## config.mk

```make
export PLATFORM = sky130hd
export DESIGN_NAME = rbcp_bus_top
export DESIGN_NICKNAME = d
export VERILOG_FILES = /design/src/verilog/rbcp_bridge_pkg.sv /design/src/verilog/rbcp_bus_pkg.sv /design/src/verilog/rbcp_bus_top.sv /design/src/verilog/scratch_regs.sv /design/src/verilog/gpio_regs.sv /design/src/verilog/bus_latency_timer.sv /design/src/verilog/rbcp_bridge_fsm.sv
export VERILOG_INCLUDE_DIRS = /design/src /design/src/verilog
export SDC_FILE = /design/constraint.sdc
export NUM_CORES = 1
export LEC_CHECK = 0
export BUFFER_PORTS_ARGS = -buffer_cell sky130_fd_sc_hd__buf_2
export CAP_MARGIN = 20
export CELL_PAD_IN_SITES_DETAIL_PLACEMENT = 1
export CELL_PAD_IN_SITES_GLOBAL_PLACEMENT = 1
export CORE_UTILIZATION = 34
export CTS_CLUSTER_DIAMETER = 30
export DETAILED_ROUTE_END_ITERATION = 6
export PLACE_DENSITY = 0.65
export RECOVER_POWER = 100
export SYNTH_ARGS = -nofsm -noshare
export SYNTH_HDL_FRONTEND = slang
export SYNTH_SLANG_ARGS = --single-unit
export TNS_END_PERCENT = 30
```

## constraint.sdc

```tcl
create_clock -name bus_clk -period 7.52 [get_ports bus_clk]
set_input_delay 0 -clock bus_clk [delete_from_list [all_inputs] [get_ports bus_clk]]
set_output_delay 0 -clock bus_clk [all_outputs]
set_load 0.01 [all_outputs]
```

## src/verilog/rbcp_macros.svh

```systemverilog
`ifndef RBCP_MACROS_SVH
`define RBCP_MACROS_SVH

// gpio window
`define GPIO_BASEADDR    32'h0000_0000
`define GPIO_HIGHADDR    32'h0000_000f

// scratch bank window
`define SCRATCH_BASEADDR 32'h0000_0010
`define SCRATCH_HIGHADDR 32'h0000_001f

`define BUS_RD_LATENCY   2      // cycles from bus_rd to timer_done

`define GPIO_VERSION     8'h01  // read at gpio offset 0

`endif
```

## src/verilog/rbcp_bridge_pkg.sv

```systemverilog
package rbcp_bridge_pkg;

    // one bus strobe and one ack per request
    typedef enum logic [2:0] {
        idle      = 3'd0,   // wait for rbcp_we / rbcp_re
        wr_strobe = 3'd1,   // bus_wr high
        rd_strobe = 3'd2,   // bus_rd and timer_start high
        rd_wait   = 3'd3,   // slave data settles, ack on timer_done
        ack       = 3'd4    // write ack
    } bridge_state_e;

endpackage

```

## src/verilog/rbcp_bus_pkg.sv

```systemverilog
package rbcp_bus_pkg;

    typedef logic [31:0] bus_addr_t;    // full rbcp address, one word
    typedef logic [7:0]  bus_data_t;    // rbcp moves one byte per access

    // kind of access held by the bridge
    typedef enum logic {
        op_write = 1'b0,
        op_read  = 1'b1
    } bus_op_e;

    // slave window decode, base and high both inclusive
    function automatic logic addr_in_window(
        input bus_addr_t addr,
        input bus_addr_t base,
        input bus_addr_t high
    );
        return (addr >= base) && (addr <= high);
    endfunction

endpackage

```

## src/verilog/rbcp_bus_top.sv

```systemverilog
`timescale 1ns/1ps

module rbcp_bus_top (
    input  logic                    bus_clk,
    input  logic                    rst_n,
    input  logic                    rbcp_act,
    input  rbcp_bus_pkg::bus_addr_t rbcp_addr,
    input  rbcp_bus_pkg::bus_data_t rbcp_wd,
    input  logic                    rbcp_we,
    input  logic                    rbcp_re,
    input  logic [7:0]              gpio_in,
    output logic                    rbcp_ack,
    output rbcp_bus_pkg::bus_data_t rbcp_rd,
    output logic [7:0]              gpio_out,
    output logic [7:0]              gpio_oe
);
    import rbcp_bus_pkg::*;

    bus_addr_t bus_addr;        // shared strobe bus
    bus_data_t bus_wdata;
    bus_data_t gpio_rdata;
    bus_data_t scratch_rdata;
    logic      bus_wr;
    logic      bus_rd;
    logic      timer_start;
    logic      timer_done;

    rbcp_bridge_fsm i_bridge (
        .bus_clk       (bus_clk),
        .rst_n         (rst_n),
        .rbcp_act      (rbcp_act),
        .rbcp_addr     (rbcp_addr),
        .rbcp_wd       (rbcp_wd),
        .rbcp_we       (rbcp_we),
        .rbcp_re       (rbcp_re),
        .timer_done    (timer_done),
        .gpio_rdata    (gpio_rdata),
        .scratch_rdata (scratch_rdata),
        .rbcp_ack      (rbcp_ack),
        .rbcp_rd       (rbcp_rd),
        .bus_addr      (bus_addr),
        .bus_wdata     (bus_wdata),
        .bus_wr        (bus_wr),
        .bus_rd        (bus_rd),
        .timer_start   (timer_start)
    );

    bus_latency_timer i_timer (
        .bus_clk     (bus_clk),
        .rst_n       (rst_n),
        .timer_start (timer_start),
        .timer_done  (timer_done)
    );

    gpio_regs #(
        .IO_WIDTH     (8),
        .IO_DIRECTION (8'h0f)   // low nibble drives leds
    ) i_gpio (
        .bus_clk    (bus_clk),
        .rst_n      (rst_n),
        .bus_addr   (bus_addr),
        .bus_wdata  (bus_wdata),
        .bus_wr     (bus_wr),
        .bus_rd     (bus_rd),
        .gpio_in    (gpio_in),
        .gpio_rdata (gpio_rdata),
        .gpio_out   (gpio_out),
        .gpio_oe    (gpio_oe)
    );

    scratch_regs i_scratch (
        .bus_clk       (bus_clk),
        .rst_n         (rst_n),
        .bus_addr      (bus_addr),
        .bus_wdata     (bus_wdata),
        .bus_wr        (bus_wr),
        .bus_rd        (bus_rd),
        .scratch_rdata (scratch_rdata)
    );

endmodule

```

## src/verilog/scratch_regs.sv

```systemverilog
`timescale 1ns/1ps
`include "rbcp_macros.svh"

module scratch_regs (
    input  logic                    bus_clk,
    input  logic                    rst_n,
    input  rbcp_bus_pkg::bus_addr_t bus_addr,
    input  rbcp_bus_pkg::bus_data_t bus_wdata,
    input  logic                    bus_wr,
    input  logic                    bus_rd,
    output rbcp_bus_pkg::bus_data_t scratch_rdata   // held until next bus_rd
);
    import rbcp_bus_pkg::*;

    localparam int NUM_BYTES = 16;
    localparam int OFS_W     = $clog2(NUM_BYTES);

    bus_data_t        regs [NUM_BYTES];
    logic             sel;
    logic [OFS_W-1:0] offset;     // byte index in the bank

    assign sel    = addr_in_window(bus_addr, `SCRATCH_BASEADDR, `SCRATCH_HIGHADDR);
    assign offset = OFS_W'(bus_addr - `SCRATCH_BASEADDR);

    always_ff @(posedge bus_clk) begin
        if (!rst_n) begin
            regs <= '{default: '0};
        end else if (bus_wr && sel) begin
            regs[offset] <= bus_wdata;
        end
    end

    always_ff @(posedge bus_clk) begin
        if (bus_rd) begin
            scratch_rdata <= sel ? regs[offset] : '0;   // zero keeps the or clean
        end
    end

endmodule

```

## src/verilog/gpio_regs.sv

```systemverilog
`timescale 1ns/1ps
`include "rbcp_macros.svh"

module gpio_regs #(
    parameter int                  IO_WIDTH     = 8,
    parameter logic [IO_WIDTH-1:0] IO_DIRECTION = '0    // 1 = output
) (
    input  logic                    bus_clk,
    input  logic                    rst_n,
    input  rbcp_bus_pkg::bus_addr_t bus_addr,
    input  rbcp_bus_pkg::bus_data_t bus_wdata,
    input  logic                    bus_wr,
    input  logic                    bus_rd,
    input  logic [IO_WIDTH-1:0]     gpio_in,
    output rbcp_bus_pkg::bus_data_t gpio_rdata,     // held until next bus_rd
    output logic [IO_WIDTH-1:0]     gpio_out,
    output logic [IO_WIDTH-1:0]     gpio_oe
);
    import rbcp_bus_pkg::*;

    localparam logic [3:0] REG_VERSION = 4'd0;
    localparam logic [3:0] REG_IN      = 4'd1;
    localparam logic [3:0] REG_OUT     = 4'd2;
    localparam logic [3:0] REG_DIR     = 4'd3;

    logic                sel;
    logic [3:0]          offset;
    logic [IO_WIDTH-1:0] in_q;      // pins sampled each cycle
    logic [IO_WIDTH-1:0] out_q;
    logic [IO_WIDTH-1:0] dir_q;
    logic                dir_init;  // reset mask loaded

    if (IO_WIDTH < 1 || IO_WIDTH > 8) begin : g_width_check
        $error("gpio_regs IO_WIDTH %0d outside 1..8", IO_WIDTH);
    end

    assign sel    = addr_in_window(bus_addr, `GPIO_BASEADDR, `GPIO_HIGHADDR);
    assign offset = 4'(bus_addr - `GPIO_BASEADDR);

    always_ff @(posedge bus_clk) begin
        in_q <= gpio_in;
    end

    always_ff @(posedge bus_clk) begin
        if (!rst_n) begin
            out_q    <= '0;
            dir_q    <= '0;         // all inputs while in reset
            dir_init <= 1'b0;
        end else begin
            if (!dir_init) begin
                dir_q    <= IO_DIRECTION;   // first cycle out of reset
                dir_init <= 1'b1;
            end else if (bus_wr && sel && offset == REG_DIR) begin
                dir_q <= bus_wdata[IO_WIDTH-1:0];
            end
            if (bus_wr && sel && offset == REG_OUT) begin
                out_q <= bus_wdata[IO_WIDTH-1:0];
            end
        end
    end

    always_ff @(posedge bus_clk) begin
        if (bus_rd) begin
            gpio_rdata <= '0;           // unaddressed or unused offset
            if (sel) begin
                case (offset)
                    REG_VERSION: gpio_rdata <= `GPIO_VERSION;
                    REG_IN:      gpio_rdata <= bus_data_t'(in_q);
                    REG_OUT:     gpio_rdata <= bus_data_t'(out_q);
                    REG_DIR:     gpio_rdata <= bus_data_t'(dir_q);
                    default:     gpio_rdata <= '0;
                endcase
            end
        end
    end

    assign gpio_out = out_q;
    assign gpio_oe  = dir_q;

endmodule

```

## src/verilog/bus_latency_timer.sv

```systemverilog
`timescale 1ns/1ps
`include "rbcp_macros.svh"

module bus_latency_timer (
    input  logic bus_clk,
    input  logic rst_n,
    input  logic timer_start,   // same cycle as bus_rd
    output logic timer_done     // one cycle, latency after start
);
    localparam int CNT_W = $clog2(`BUS_RD_LATENCY + 1);

    logic [CNT_W-1:0] cnt;      // cycles left

    always_ff @(posedge bus_clk) begin
        if (!rst_n) begin
            cnt <= '0;
        end else if (timer_start) begin
            cnt <= CNT_W'(`BUS_RD_LATENCY);
        end else if (cnt != '0) begin
            cnt <= cnt - 1'b1;
        end
    end

    // last count, reaches zero on the next edge
    assign timer_done = (cnt == CNT_W'(1));

    // bridge keeps one read in flight
    a_start_idle: assert property (@(posedge bus_clk) disable iff (!rst_n)
        timer_start |-> (cnt == '0))
        else $error("timer_start while count is %0d", cnt);

endmodule

```

## src/verilog/rbcp_bridge_fsm.sv

```systemverilog
`timescale 1ns/1ps

module rbcp_bridge_fsm (
    input  logic                    bus_clk,
    input  logic                    rst_n,
    input  logic                    rbcp_act,       // session open
    input  rbcp_bus_pkg::bus_addr_t rbcp_addr,      // valid with we/re pulse
    input  rbcp_bus_pkg::bus_data_t rbcp_wd,
    input  logic                    rbcp_we,        // one-cycle pulse
    input  logic                    rbcp_re,        // one-cycle pulse
    input  logic                    timer_done,
    input  rbcp_bus_pkg::bus_data_t gpio_rdata,     // zero when not addressed
    input  rbcp_bus_pkg::bus_data_t scratch_rdata,  // zero when not addressed
    output logic                    rbcp_ack,
    output rbcp_bus_pkg::bus_data_t rbcp_rd,
    output rbcp_bus_pkg::bus_addr_t bus_addr,
    output rbcp_bus_pkg::bus_data_t bus_wdata,
    output logic                    bus_wr,
    output logic                    bus_rd,
    output logic                    timer_start
);
    import rbcp_bus_pkg::*;
    import rbcp_bridge_pkg::*;

    bridge_state_e state;
    bridge_state_e state_nxt;
    bus_op_e       op_q;        // pending access kind
    bus_addr_t     addr_q;
    bus_data_t     wdata_q;
    bus_data_t     rdata_q;     // or of both slaves
    logic          req;

    assign req = rbcp_act && (rbcp_we || rbcp_re);

    always_comb begin
        state_nxt = state;
        case (state)
            idle: begin
                if (req) begin
                    state_nxt = rbcp_we ? wr_strobe : rd_strobe;  // we wins, flagged below
                end
            end
            wr_strobe: state_nxt = ack;
            rd_strobe: state_nxt = rd_wait;
            rd_wait: begin
                if (timer_done) begin
                    state_nxt = idle;   // ack goes out this cycle
                end
            end
            ack:       state_nxt = idle;
            default:   state_nxt = idle;
        endcase
        // session closed, drop the access silently
        if (!rbcp_act) begin
            state_nxt = idle;
        end
    end

    always_ff @(posedge bus_clk) begin
        if (!rst_n) begin
            state <= idle;
            op_q  <= op_write;
        end else begin
            state <= state_nxt;
            if (state == idle && req) begin
                op_q <= rbcp_we ? op_write : op_read;
            end
        end
    end

    always_ff @(posedge bus_clk) begin
        if (state == idle && req) begin
            addr_q  <= rbcp_addr;
            wdata_q <= rbcp_wd;
        end
        if (state == rd_wait) begin
            rdata_q <= gpio_rdata | scratch_rdata;  // slaves hold data after bus_rd
        end
    end

    assign bus_addr    = addr_q;
    assign bus_wdata   = wdata_q;
    assign bus_wr      = (state == wr_strobe);
    assign bus_rd      = (state == rd_strobe);
    assign timer_start = (state == rd_strobe);      // paces the read
    assign rbcp_ack    = rbcp_act &&
                         ((state == ack) || (state == rd_wait && timer_done));
    assign rbcp_rd     = (op_q == op_read) ? rdata_q : '0;   // zero on write acks

    a_we_re_excl: assert property (@(posedge bus_clk) disable iff (!rst_n)
        !(rbcp_we && rbcp_re))
        else $error("rbcp_we and rbcp_re in the same cycle");

    // requester must wait for the ack
    a_req_in_idle: assert property (@(posedge bus_clk) disable iff (!rst_n)
        (rbcp_we || rbcp_re) |-> (state == idle))
        else $error("rbcp request while bridge busy, state %s", state.name());

    a_ack_pulse: assert property (@(posedge bus_clk) disable iff (!rst_n)
        rbcp_ack |=> !rbcp_ack)
        else $error("rbcp_ack longer than one cycle");

endmodule

```

==> results of run 1 <==
## kinds of logic (layout without fill, tap and decap cells)
logic type / after synthesis / in the layout / synth area share
buf+inv: 51 / 228 / 0.0236
flops: 223 / 223 / 0.553
simple gates: 243 / 243 / 0.142
compound gates: 36 / 36 / 0.0286
mux: 192 / 192 / 0.252
## repair_timing
item	4_1_cts	5_1_grt
hold buffers	51	0
buffers inserted	0	0
gates resized for setup	0	0
endpoints found under the hold margin	52	0
endpoints found under the setup margin	0	0
## area by class of cell
type / instances / share of cell area
Multi-Input combinational cell: 471 / 0.325
Timing Repair Buffer: 136 / 0.0750
Sequential cell: 223 / 0.425
Tap cell: 335 / 0.0349
Inverter: 2 / 0.000625
Clock inverter: 30 / 0.0276
Clock buffer: 60 / 0.111
## registers in the layout, indices dropped and copies added (netlist names)
name and count:
i_gpio.gpio_rdata 8, i_bridge.bus_addr 32, i_bridge.state 3, i_bridge.op_q 1
i_gpio.dir_init 1, i_gpio.gpio_out 8, i_scratch.scratch_rdata 8, i_bridge.bus_wdata 8
i_gpio.gpio_oe 8, i_bridge.rdata_q 8, i_timer.cnt 2, i_gpio.in_q 8
i_scratch.regs 128
## critical path: cells and delay by family (launching register included)
family	cells	cell delay [ps]
DFF	1	320
muxes	1	330
buffers and inverters	3	3100
and+or+nand+nor	2	870
## cells in the mapped netlist, drive strengths merged (8+ instances only)
library cell  number
dfxtp            159
nand2            154
mux2i            153
edfxtp            64
clkbuf            42
mux4              32
a211oi            17
nor2              16
nor3              15
nor2b             12
nor4              12
or2                9
and2               8
## final timing paths
kind	startpoint	endpoint
max	i_bridge.bus_addr[1]	i_gpio.gpio_out[3]
min	gpio_in[0]	i_gpio.in_q[0]
max reg2reg	i_bridge.bus_addr[1]	i_gpio.gpio_out[3]
min reg2reg	i_scratch.regs[100]	i_scratch.regs[100]
## routing by layer
layer | routed length, µm | up-vias | track usage
li1 | - | 2980 | -
met1 | 11600 | 3094 | 0.241
met2 | 12000 | 136 | 0.311
met3 | 1090 | 38 | 0.0356
met4 | 478 | 0 | 0.0535
met5 | 0 | - | 0
## power groups by stage
stage | Combinational [W] | Sequential, W | Clock (W)
after CTS | 0.000148 | 0.00128 | 0.00216
after global placement | 0.000126 | 0.00130 | 0
final | 0.000143 | 0.00128 | 0.00213
after floorplan | 0.0000774 | 0.00130 | 0
after global routing | 0.000154 | 0.00128 | 0.00222
after detailed placement | 0.000127 | 0.00130 | 0
## through the flow
stage,util,cell area (µm²),hold WS (ps)
2_1_floorplan,-,9230,27.7
3_3_place_gp,0.376,9910,104
3_5_place_dp,0.376,9910,104
4_1_cts,0.459,12100,9.44
5_1_grt,0.456,12000,121
6_report,0.456,12000,117
==> impl_metrics.py, run 1 <==
metrics = {
    "synth": {
        "synthCells": 745,
        "synth_area_um2": 9230,
        "synthArstFlopShare": 0,
        "ys_types": 42,
        "yosysSeqAreaShare": 0.553,
        "synth_edf_count": 64,
        "ys_warn_count": 0,
        "ys_seq_elements": 223,
        "syn-num-nets": 798,
        "yosys-top-cells-area": "dfxtp_1 34%, edfxtp_1 21%, mux2i_1 17%",
        "synth_top_area_share": 0.345,
        "synth_top_area_cell": "dfxtp_1",
        "syn_avg_cell_area_um2": 12.4,
        "ys.flop_type": "dfxtp_1",
    },
    "setup_path": {
        "critical_path.max_fanout": 26,
        "critPathMostFrequentCell": "clkbuf_1",
        "slowest_stage": "clkbuf_1",
        "r2r_cells": 6,
        "worstSetupPathType": "flop to flop",
        "cp_cell_sequence": "clkbuf_1 > clkbuf_1 > nor2b_1 > clkbuf_1 > nand4_1 > mux2i_1",
        "crit_path_start_kind": "flop",
        "crit_arrival_ps": 5170,
        "crit_path_end_kind": "flop",
        "max_stage_delay_ps": 1430,
        "critPathRequiredTime_ps": 7940,
        "regToRegSetupSlack_ps": 2780,
    },
    "timing": {
        "report.final.slew_viol_count": 172,
        "finClkSkew_ps": 25.0,
        "fmax_ghz": 0.211,
        "fin_crit_sh": 0.631,
        "relSlewSlack": -1.24,
        "timing.setup.tns_ps": 0,
        "setup_viol": 0,
        "min_period_ps": 4740,
        "grt_setup_unrepaired": "no",
        "hold_viol": 0,
        "worst_pin_slew_ps": 3350,
        "finalWorstSetupSlack_ps": 2780,
    },
    "routing": {
        "routed_wl_um": 25100,
        "wl_per_cell_um": 20.0,
        "vias_per_cell": 4.97,
        "drt_iter0_drc": 418,
        "ant_nets": 0,
        "firstDrtPassIters": 4,
        "drcViolationCount": 0,
        "num_vias": 6248,
    },
    "clock_tree": {
        "clkSinkCount": 223,
        "path_clk_slew_ps": 50,
        "root_buffer": "clkbuf_16",
        "cts_tree": "yes",
        "clkLatencyLatePin_ps": 530,
        "clock_tree.buffer_depth": 3,
        "h-tree-depth": 2,
        "numCtsBuffers": 48,
    },
    "power_and_ir_drop": {
        "p_sw_w": 0.000795,
        "seqPwrFrac": 0.361,
        "cellPowerDensity_nw_per_um2": 295,
        "p_sw_frac": 0.224,
        "p_int_w": 0.00275,
        "p_leak_nw": 4.20,
        "peakVddDrop_uv": 149,
        "combPwrFrac": 0.040,
        "power_w": 0.00355,
        "clockPowerShare": 0.599,
    },
    "finish": {
        "layout_commonest_cell": "dfxtp_1",
        "n_antenna_cell": 0,
        "final_cell_mix": "159 x dfxtp_1, 154 x nand2_1, 153 x mux2i_1",
        "fillers": 2727,
        "area_growth_pct": 30.1,
        "multi_input_area_um2": 3910,
        "fin_nets": 935,
        "drive_above_1_share": 0.216,
        "register_area_um2": 5100,
        "fin_cells": 1257,
    },
    "place": {
        "pre_cts_ws_ps": 4660,
        "dpl.hpwl_um": 15100,
        "port_buffers": 77,
        "place.gp.congestion": 0.751,
        "dp.cells": 1116,
    },
    "worst_hold_path": {
        "hp-class": "primary input to flop",
        "whs_path_depth": 2,
    },
    "floorplan": {
        "die_h_um": 167,
        "die_area_um2": 27800,
        "die_w_um": 167,
        "io-pin-count": 78,
        "coreArea_um2": 26400,
        "start_util": 0.350,
        "row_count": 59,
    },
    "grt": {
        "grt_max_degree": 79,
        "grt_pass1_vias": 6891,
        "grt_overflow_total": 0,
        "antenna_found_initial": 0,
        "track_usage": 0.185,
        "grt_pass1_wl_um": 39700,
    },
    "outcome": {
        "failed_checks": "capacitance limit, slew limit",
        "status": "finished, violations left",
    },
    "run": {
        "drv_cap": 4,
    },
}
(Power assumes the default switching activity.)
==> run 2, diff against run 1 <==
Clock period 7.52 ns to 4.7 ns, I/O delays scaled along.
==> run 2 against run 1 <==
  * The run still ends with capacitance limit, slew limit left
  * Sequential share of layout area rose by 0.67 points
  * Register-to-register slack got worse by 1600 ps
  * Cell count barely moved
  * Utilization fell by 0.71 points
  * Critical endpoint is now i_scratch.regs[2]
  * Largest power group unchanged
==> impl_metrics.py, run 2 (synthesized netlist as in run 1, its figures left out) <==
metrics = {
    "routing": {
        "wl_per_cell_um": 20.0,
        "num_vias": 6257,
        "drt_iter0_drc": 408,
        "ant_nets": 0,
        "firstDrtPassIters": 4,
        "routed_wl_um": 25100,
        "vias_per_cell": 4.98,
        "drcViolationCount": 0,
    },
    "place": {
        "place.gp.congestion": 0.724,
        "pre_cts_ws_ps": 1930,
        "placed_area_um2": 9930,
        "dpl.hpwl_um": 15300,
        "port_buffers": 77,
    },
    "setup_path": {
        "cp_cell_sequence": "nor4_2 > nand2_1 > or4_4 > nor3_1 > mux2i_1",
        "crit_path_end_kind": "flop",
        "critPathRequiredTime_ps": 5020,
        "r2r_end": "i_scratch.regs[2]",
        "critical_path.endpoint": "i_scratch.regs[2]",
        "r2r_cells": 5,
        "crit-reg2reg-launch": "i_bridge.bus_addr[23]",
        "crit_path_start_kind": "flop",
        "crit_arrival_ps": 3870,
        "max_stage_delay_ps": 1520,
        "worstSetupPathType": "flop to flop",
        "crit_buf_inv": 0,
        "critical_path.max_fanout": 16,
        "cp.depth": 5,
        "slowest_stage": "nor3_1",
        "critPathLaunch": "i_bridge.bus_addr[23]",
        "regToRegSetupSlack_ps": 1150,
        "cp_top_family": "simple AND/OR/NAND/NOR gates",
    },
    "power_and_ir_drop": {
        "cellPowerDensity_nw_per_um2": 464,
        "peakVddDrop_uv": 195,
        "p_leak_nw": 4.05,
    },
    "grt": {
        "grt_overflow_total": 0,
        "antenna_found_initial": 0,
        "track_usage": 0.187,
        "grt_pass1_vias": 7004,
        "grt_pass1_wl_um": 40200,
        "grt_max_degree": 95,
    },
    "timing": {
        "setup_viol": 0,
        "report.final.slew_viol_count": 158,
        "worst_pin_slew_ps": 2460,
        "finClkSkew_ps": 12.3,
        "timing.setup.tns_ps": 0,
        "relSlewSlack": -0.646,
        "grt_setup_unrepaired": "no",
        "min_period_ps": 3550,
        "fmax_ghz": 0.282,
        "finalWorstSetupSlack_ps": 1150,
        "fin_crit_sh": 0.755,
        "hold_viol": 0,
        "whs_ps": 120,
    },
    "finish": {
        "area_growth_pct": 28.1,
        "drive_above_1_share": 0.199,
        "largest_register": "i_scratch.regs",
        "fin_nets": 936,
        "final_cell_mix": "159 x dfxtp_1, 154 x nand2_1, 153 x mux2i_1",
        "layout_commonest_cell": "dfxtp_1",
        "n_antenna_cell": 0,
        "largest_register_ff_count": 128,
        "final_cell_area_um2": 11800,
        "fin_util": 0.449,
    },
    "clock_tree": {
        "path_clk_slew_ps": 50,
        "cts_setup_buffers": 0,
        "numCtsBuffers": 48,
        "clkLatencyLatePin_ps": 520,
        "cts_tree": "yes",
        "h-tree-depth": 2,
        "clock_tree.buffer_depth": 3,
        "root_buffer": "clkbuf_16",
        "clkSinkCount": 223,
    },
    "worst_hold_path": {
        "hp-class": "primary input to flop",
        "whs_path_depth": 2,
    },
    "floorplan": {
        "start_util": 0.350,
        "die_w_um": 167,
        "die_h_um": 167,
        "coreArea_um2": 26400,
        "row_count": 59,
        "io-pin-count": 78,
        "die_area_um2": 27800,
    },
    "outcome": {
        "status": "finished, violations left",
        "failed_checks": "capacitance limit, slew limit",
    },
    "run": {
        "drv_cap": 14,
    },
}
==> run 2: how the worst min path moves through the flow <==
stage | startpoint | end | slack [ps]
floorplan | rst_n | i_gpio.dir_init | 30
global placement | gpio_in[1] | i_gpio.in_q[1] | 100
detailed placement | gpio_in[5] | i_gpio.in_q[5] | 100
CTS | gpio_in[2] | i_gpio.in_q[2] | 100
global route | gpio_in[5] | i_gpio.in_q[5] | 120
finish | gpio_in[2] | i_gpio.in_q[2] | 120
==> run 2: worst reg2reg max path, stage by stage (launching register included) <==
cell and delay, ps:
edfxtp_1 370, nor4_2 350, nand2_1 170, or4_4 720, nor3_1 1530, mux2i_1 220
==> run 2: routing by layer <==
layer / wire (µm) / track usage
met4: 478 / 0.0580
met5: 0 / 0
met3: 923 / 0.0356
met2: 12200 / 0.321
met1: 11600 / 0.237
==> run 2: cell type report <==
type,count,area [µm²]
fill,2767,14500
sequential,223,5100
multi-input combinational,471,3790
clock buffer,60,1330
timing repair buffer,137,928
tap,335,419
clock inverter,28,249
inverter,2,7.51
==> run 2: per-stage QoR <==
step,cells,power [W]
after global placement,1116,0.00228
after global routing,1256,0.00567
after CTS,1256,0.00555
after detailed placement,1116,0.00228
after floorplan,745,0.00220
final,1256,0.00548
==> run 2: power by group <==
group,internal (W),total (W),switching (W)
clock network,0.00216,0.00321,0.00105
registers,0.00202,0.00205,0.0000312
logic,0.0000868,0.000219,0.000132
total,0.00427,0.00548,0.00122
==> run 2: timing repair <==
action,4_1_cts,5_1_grt
hold buffers,52,0
endpoints found under the setup margin,0,0
resized for setup,0,0
hold endpoints to repair,53,0
==> run 3, diff against run 2 <==
Settings changed: PLACE_DENSITY 0.65 to 0.67.
Clock period 4.7 ns to 2.9 ns, I/O delays scaled along.
==> run 3 against run 2 <==
  * The run now ends clean
  * Worst hold slack worse by 18 ps
  * Clock skew is 5.0 ps higher
  * Die area stayed put
==> impl_metrics.py, run 3 (synthesized netlist as in run 1, its figures left out) <==
metrics = {
    "finish": {
        "fin_nets": 962,
        "final_cell_mix": "159 x dfxtp_1, 154 x nand2_1, 153 x mux2i_1",
        "n_antenna_cell": 0,
        "drive_above_1_share": 0.225,
        "final_cell_area_um2": 12200,
        "area_growth_pct": 32.4,
        "largest_register_ff_count": 128,
        "largest_register": "i_scratch.regs",
        "fillers": 2777,
        "layout_commonest_cell": "dfxtp_1",
    },
    "routing": {
        "ant_nets": 0,
        "num_vias": 6489,
        "vias_per_cell": 5.04,
        "firstDrtPassIters": 4,
        "drcViolationCount": 0,
        "drt_iter0_drc": 361,
        "wl_per_cell_um": 20.2,
        "routed_wl_um": 25900,
    },
    "power_and_ir_drop": {
        "cellPowerDensity_nw_per_um2": 802,
        "peakVddDrop_uv": 364,
        "p_leak_nw": 4.33,
        "seqPwrFrac": 0.338,
        "combPwrFrac": 0.038,
        "p_sw_w": 0.00209,
        "p_sw_frac": 0.213,
        "clockPowerShare": 0.624,
        "p_int_w": 0.00772,
    },
    "floorplan": {
        "coreArea_um2": 26400,
        "start_util": 0.350,
        "die_h_um": 167,
        "io-pin-count": 78,
        "row_count": 59,
        "die_area_um2": 27800,
        "die_w_um": 167,
    },
    "timing": {
        "grt_setup_unrepaired": "no",
        "setup_viol": 0,
        "report.final.slew_viol_count": 0,
        "min_period_ps": 2700,
        "worst_pin_slew_ps": 1230,
        "relSlewSlack": 0.183,
        "finClkSkew_ps": 17.3,
        "hold_viol": 0,
        "fin_crit_sh": 0.930,
        "fmax_ghz": 0.371,
        "timing.setup.tns_ps": 0,
    },
    "clock_tree": {
        "clkSinkCount": 223,
        "cts_tree": "yes",
        "clock_tree.buffer_depth": 3,
        "numCtsBuffers": 51,
        "h-tree-depth": 2,
        "path_clk_slew_ps": 50,
        "clkLatencyLatePin_ps": 540,
        "root_buffer": "clkbuf_16",
        "cts_setup_buffers": 0,
    },
    "setup_path": {
        "crit_path_end_kind": "flop",
        "critPathRequiredTime_ps": 3330,
        "crit_arrival_ps": 3130,
        "critical_path.max_fanout": 16,
        "crit_path_start_kind": "flop",
        "worstSetupPathType": "flop to flop",
    },
    "grt": {
        "grt_overflow_total": 0,
        "grt_max_degree": 88,
        "grt_pass1_wl_um": 40700,
        "grt_pass1_vias": 7339,
        "antenna_found_initial": 0,
        "track_usage": 0.190,
    },
    "worst_hold_path": {
        "hp-class": "primary input to flop",
    },
    "run": {
        "drv_cap": 0,
    },
    "place": {
        "placed_area_um2": 10100,
        "place.gp.congestion": 0.766,
        "dpl.hpwl_um": 15500,
        "port_buffers": 77,
    },
    "outcome": {
        "status": "finished clean",
    },
}
[run 3: changes by cell type in the layout (fill, tap and decap cells not counted), moves of 3 or more]
cell / delta
clkbuf_2: +18
bufinv_16: +7
clkinvlp_4: -5
clkbuf_1: +4
clkbuf_16: +4
clkinv_1: -4
clkinv_2: +4
nor3_1: -4
clkbuf_8: -3
nor3_4: +3
nor4_1: +3
nor4_4: -3
[run 3: path summary, 6_finish.rpt]
kind,startpoint,end,slack (ps),cells after the start
worst max-delay path,i_bridge.bus_addr[21],i_scratch.regs[26],200,6
worst min-delay path,gpio_in[3],i_gpio.in_q[3],100,2
worst max register to register,i_bridge.bus_addr[21],i_scratch.regs[26],200,6
worst min register to register,i_scratch.regs[97],i_scratch.regs[97],450,2
[run 3: power groups by stage]
stage                     Clock (W)  Combinational, W  Sequential (W)
after detailed placement          0          0.000336         0.00337
after floorplan                   0          0.000203         0.00336
after global routing        0.00638          0.000399         0.00332
final                       0.00612          0.000373         0.00331
after CTS                   0.00621          0.000393         0.00331
after global placement            0          0.000334         0.00337
[run 3: metal layers]
metal	share of wire	track usage	wire, µm
met5	0	0	0
met1	0.44	0.229	11400
met2	0.50	0.338	13000
met3	0.036	0.0323	937
met4	0.025	0.0709	638
[run 3: metrics by stage]
stage | hold slack (ps) | power (W) | cells | util | worst slack (ps)
after floorplan | 27.7 | 0.00356 | 745 | - | 506
after global placement | 104 | 0.00370 | 1139 | 0.384 | 380
after detailed placement | 104 | 0.00371 | 1139 | 0.384 | 333
after CTS | 74.7 | 0.00992 | 1287 | 0.474 | 180
after global routing | 93.1 | 0.0101 | 1287 | 0.464 | 104
final | 102 | 0.00981 | 1287 | 0.464 | 203
[run 3: final cells by class]
cell class / instances / area [µm²] / share of cell area
Sequential cell: 223 / 5100 / 0.418
Multi-Input combinational cell: 471 / 3770 / 0.308
Clock buffer: 65 / 1400 / 0.115
Timing Repair Buffer: 160 / 1080 / 0.0882
Clock inverter: 31 / 447 / 0.0365
Tap cell: 335 / 419 / 0.0343
Inverter: 2 / 7.51 / 0.000614
[run 3: critical path, stage by stage (launching register included)]
cell and delay [ps]:
edfxtp_1 360, nor4_1 410, nand2_1 170, or4_4 700, nor4_1 340, clkbuf_2 350
mux2i_1 250
[run 3: timing repair]
action / 4_1_cts / 5_1_grt
hold endpoints to repair: 72 / 0
hold buffers: 52 / 0
resized for setup: 0 / 0
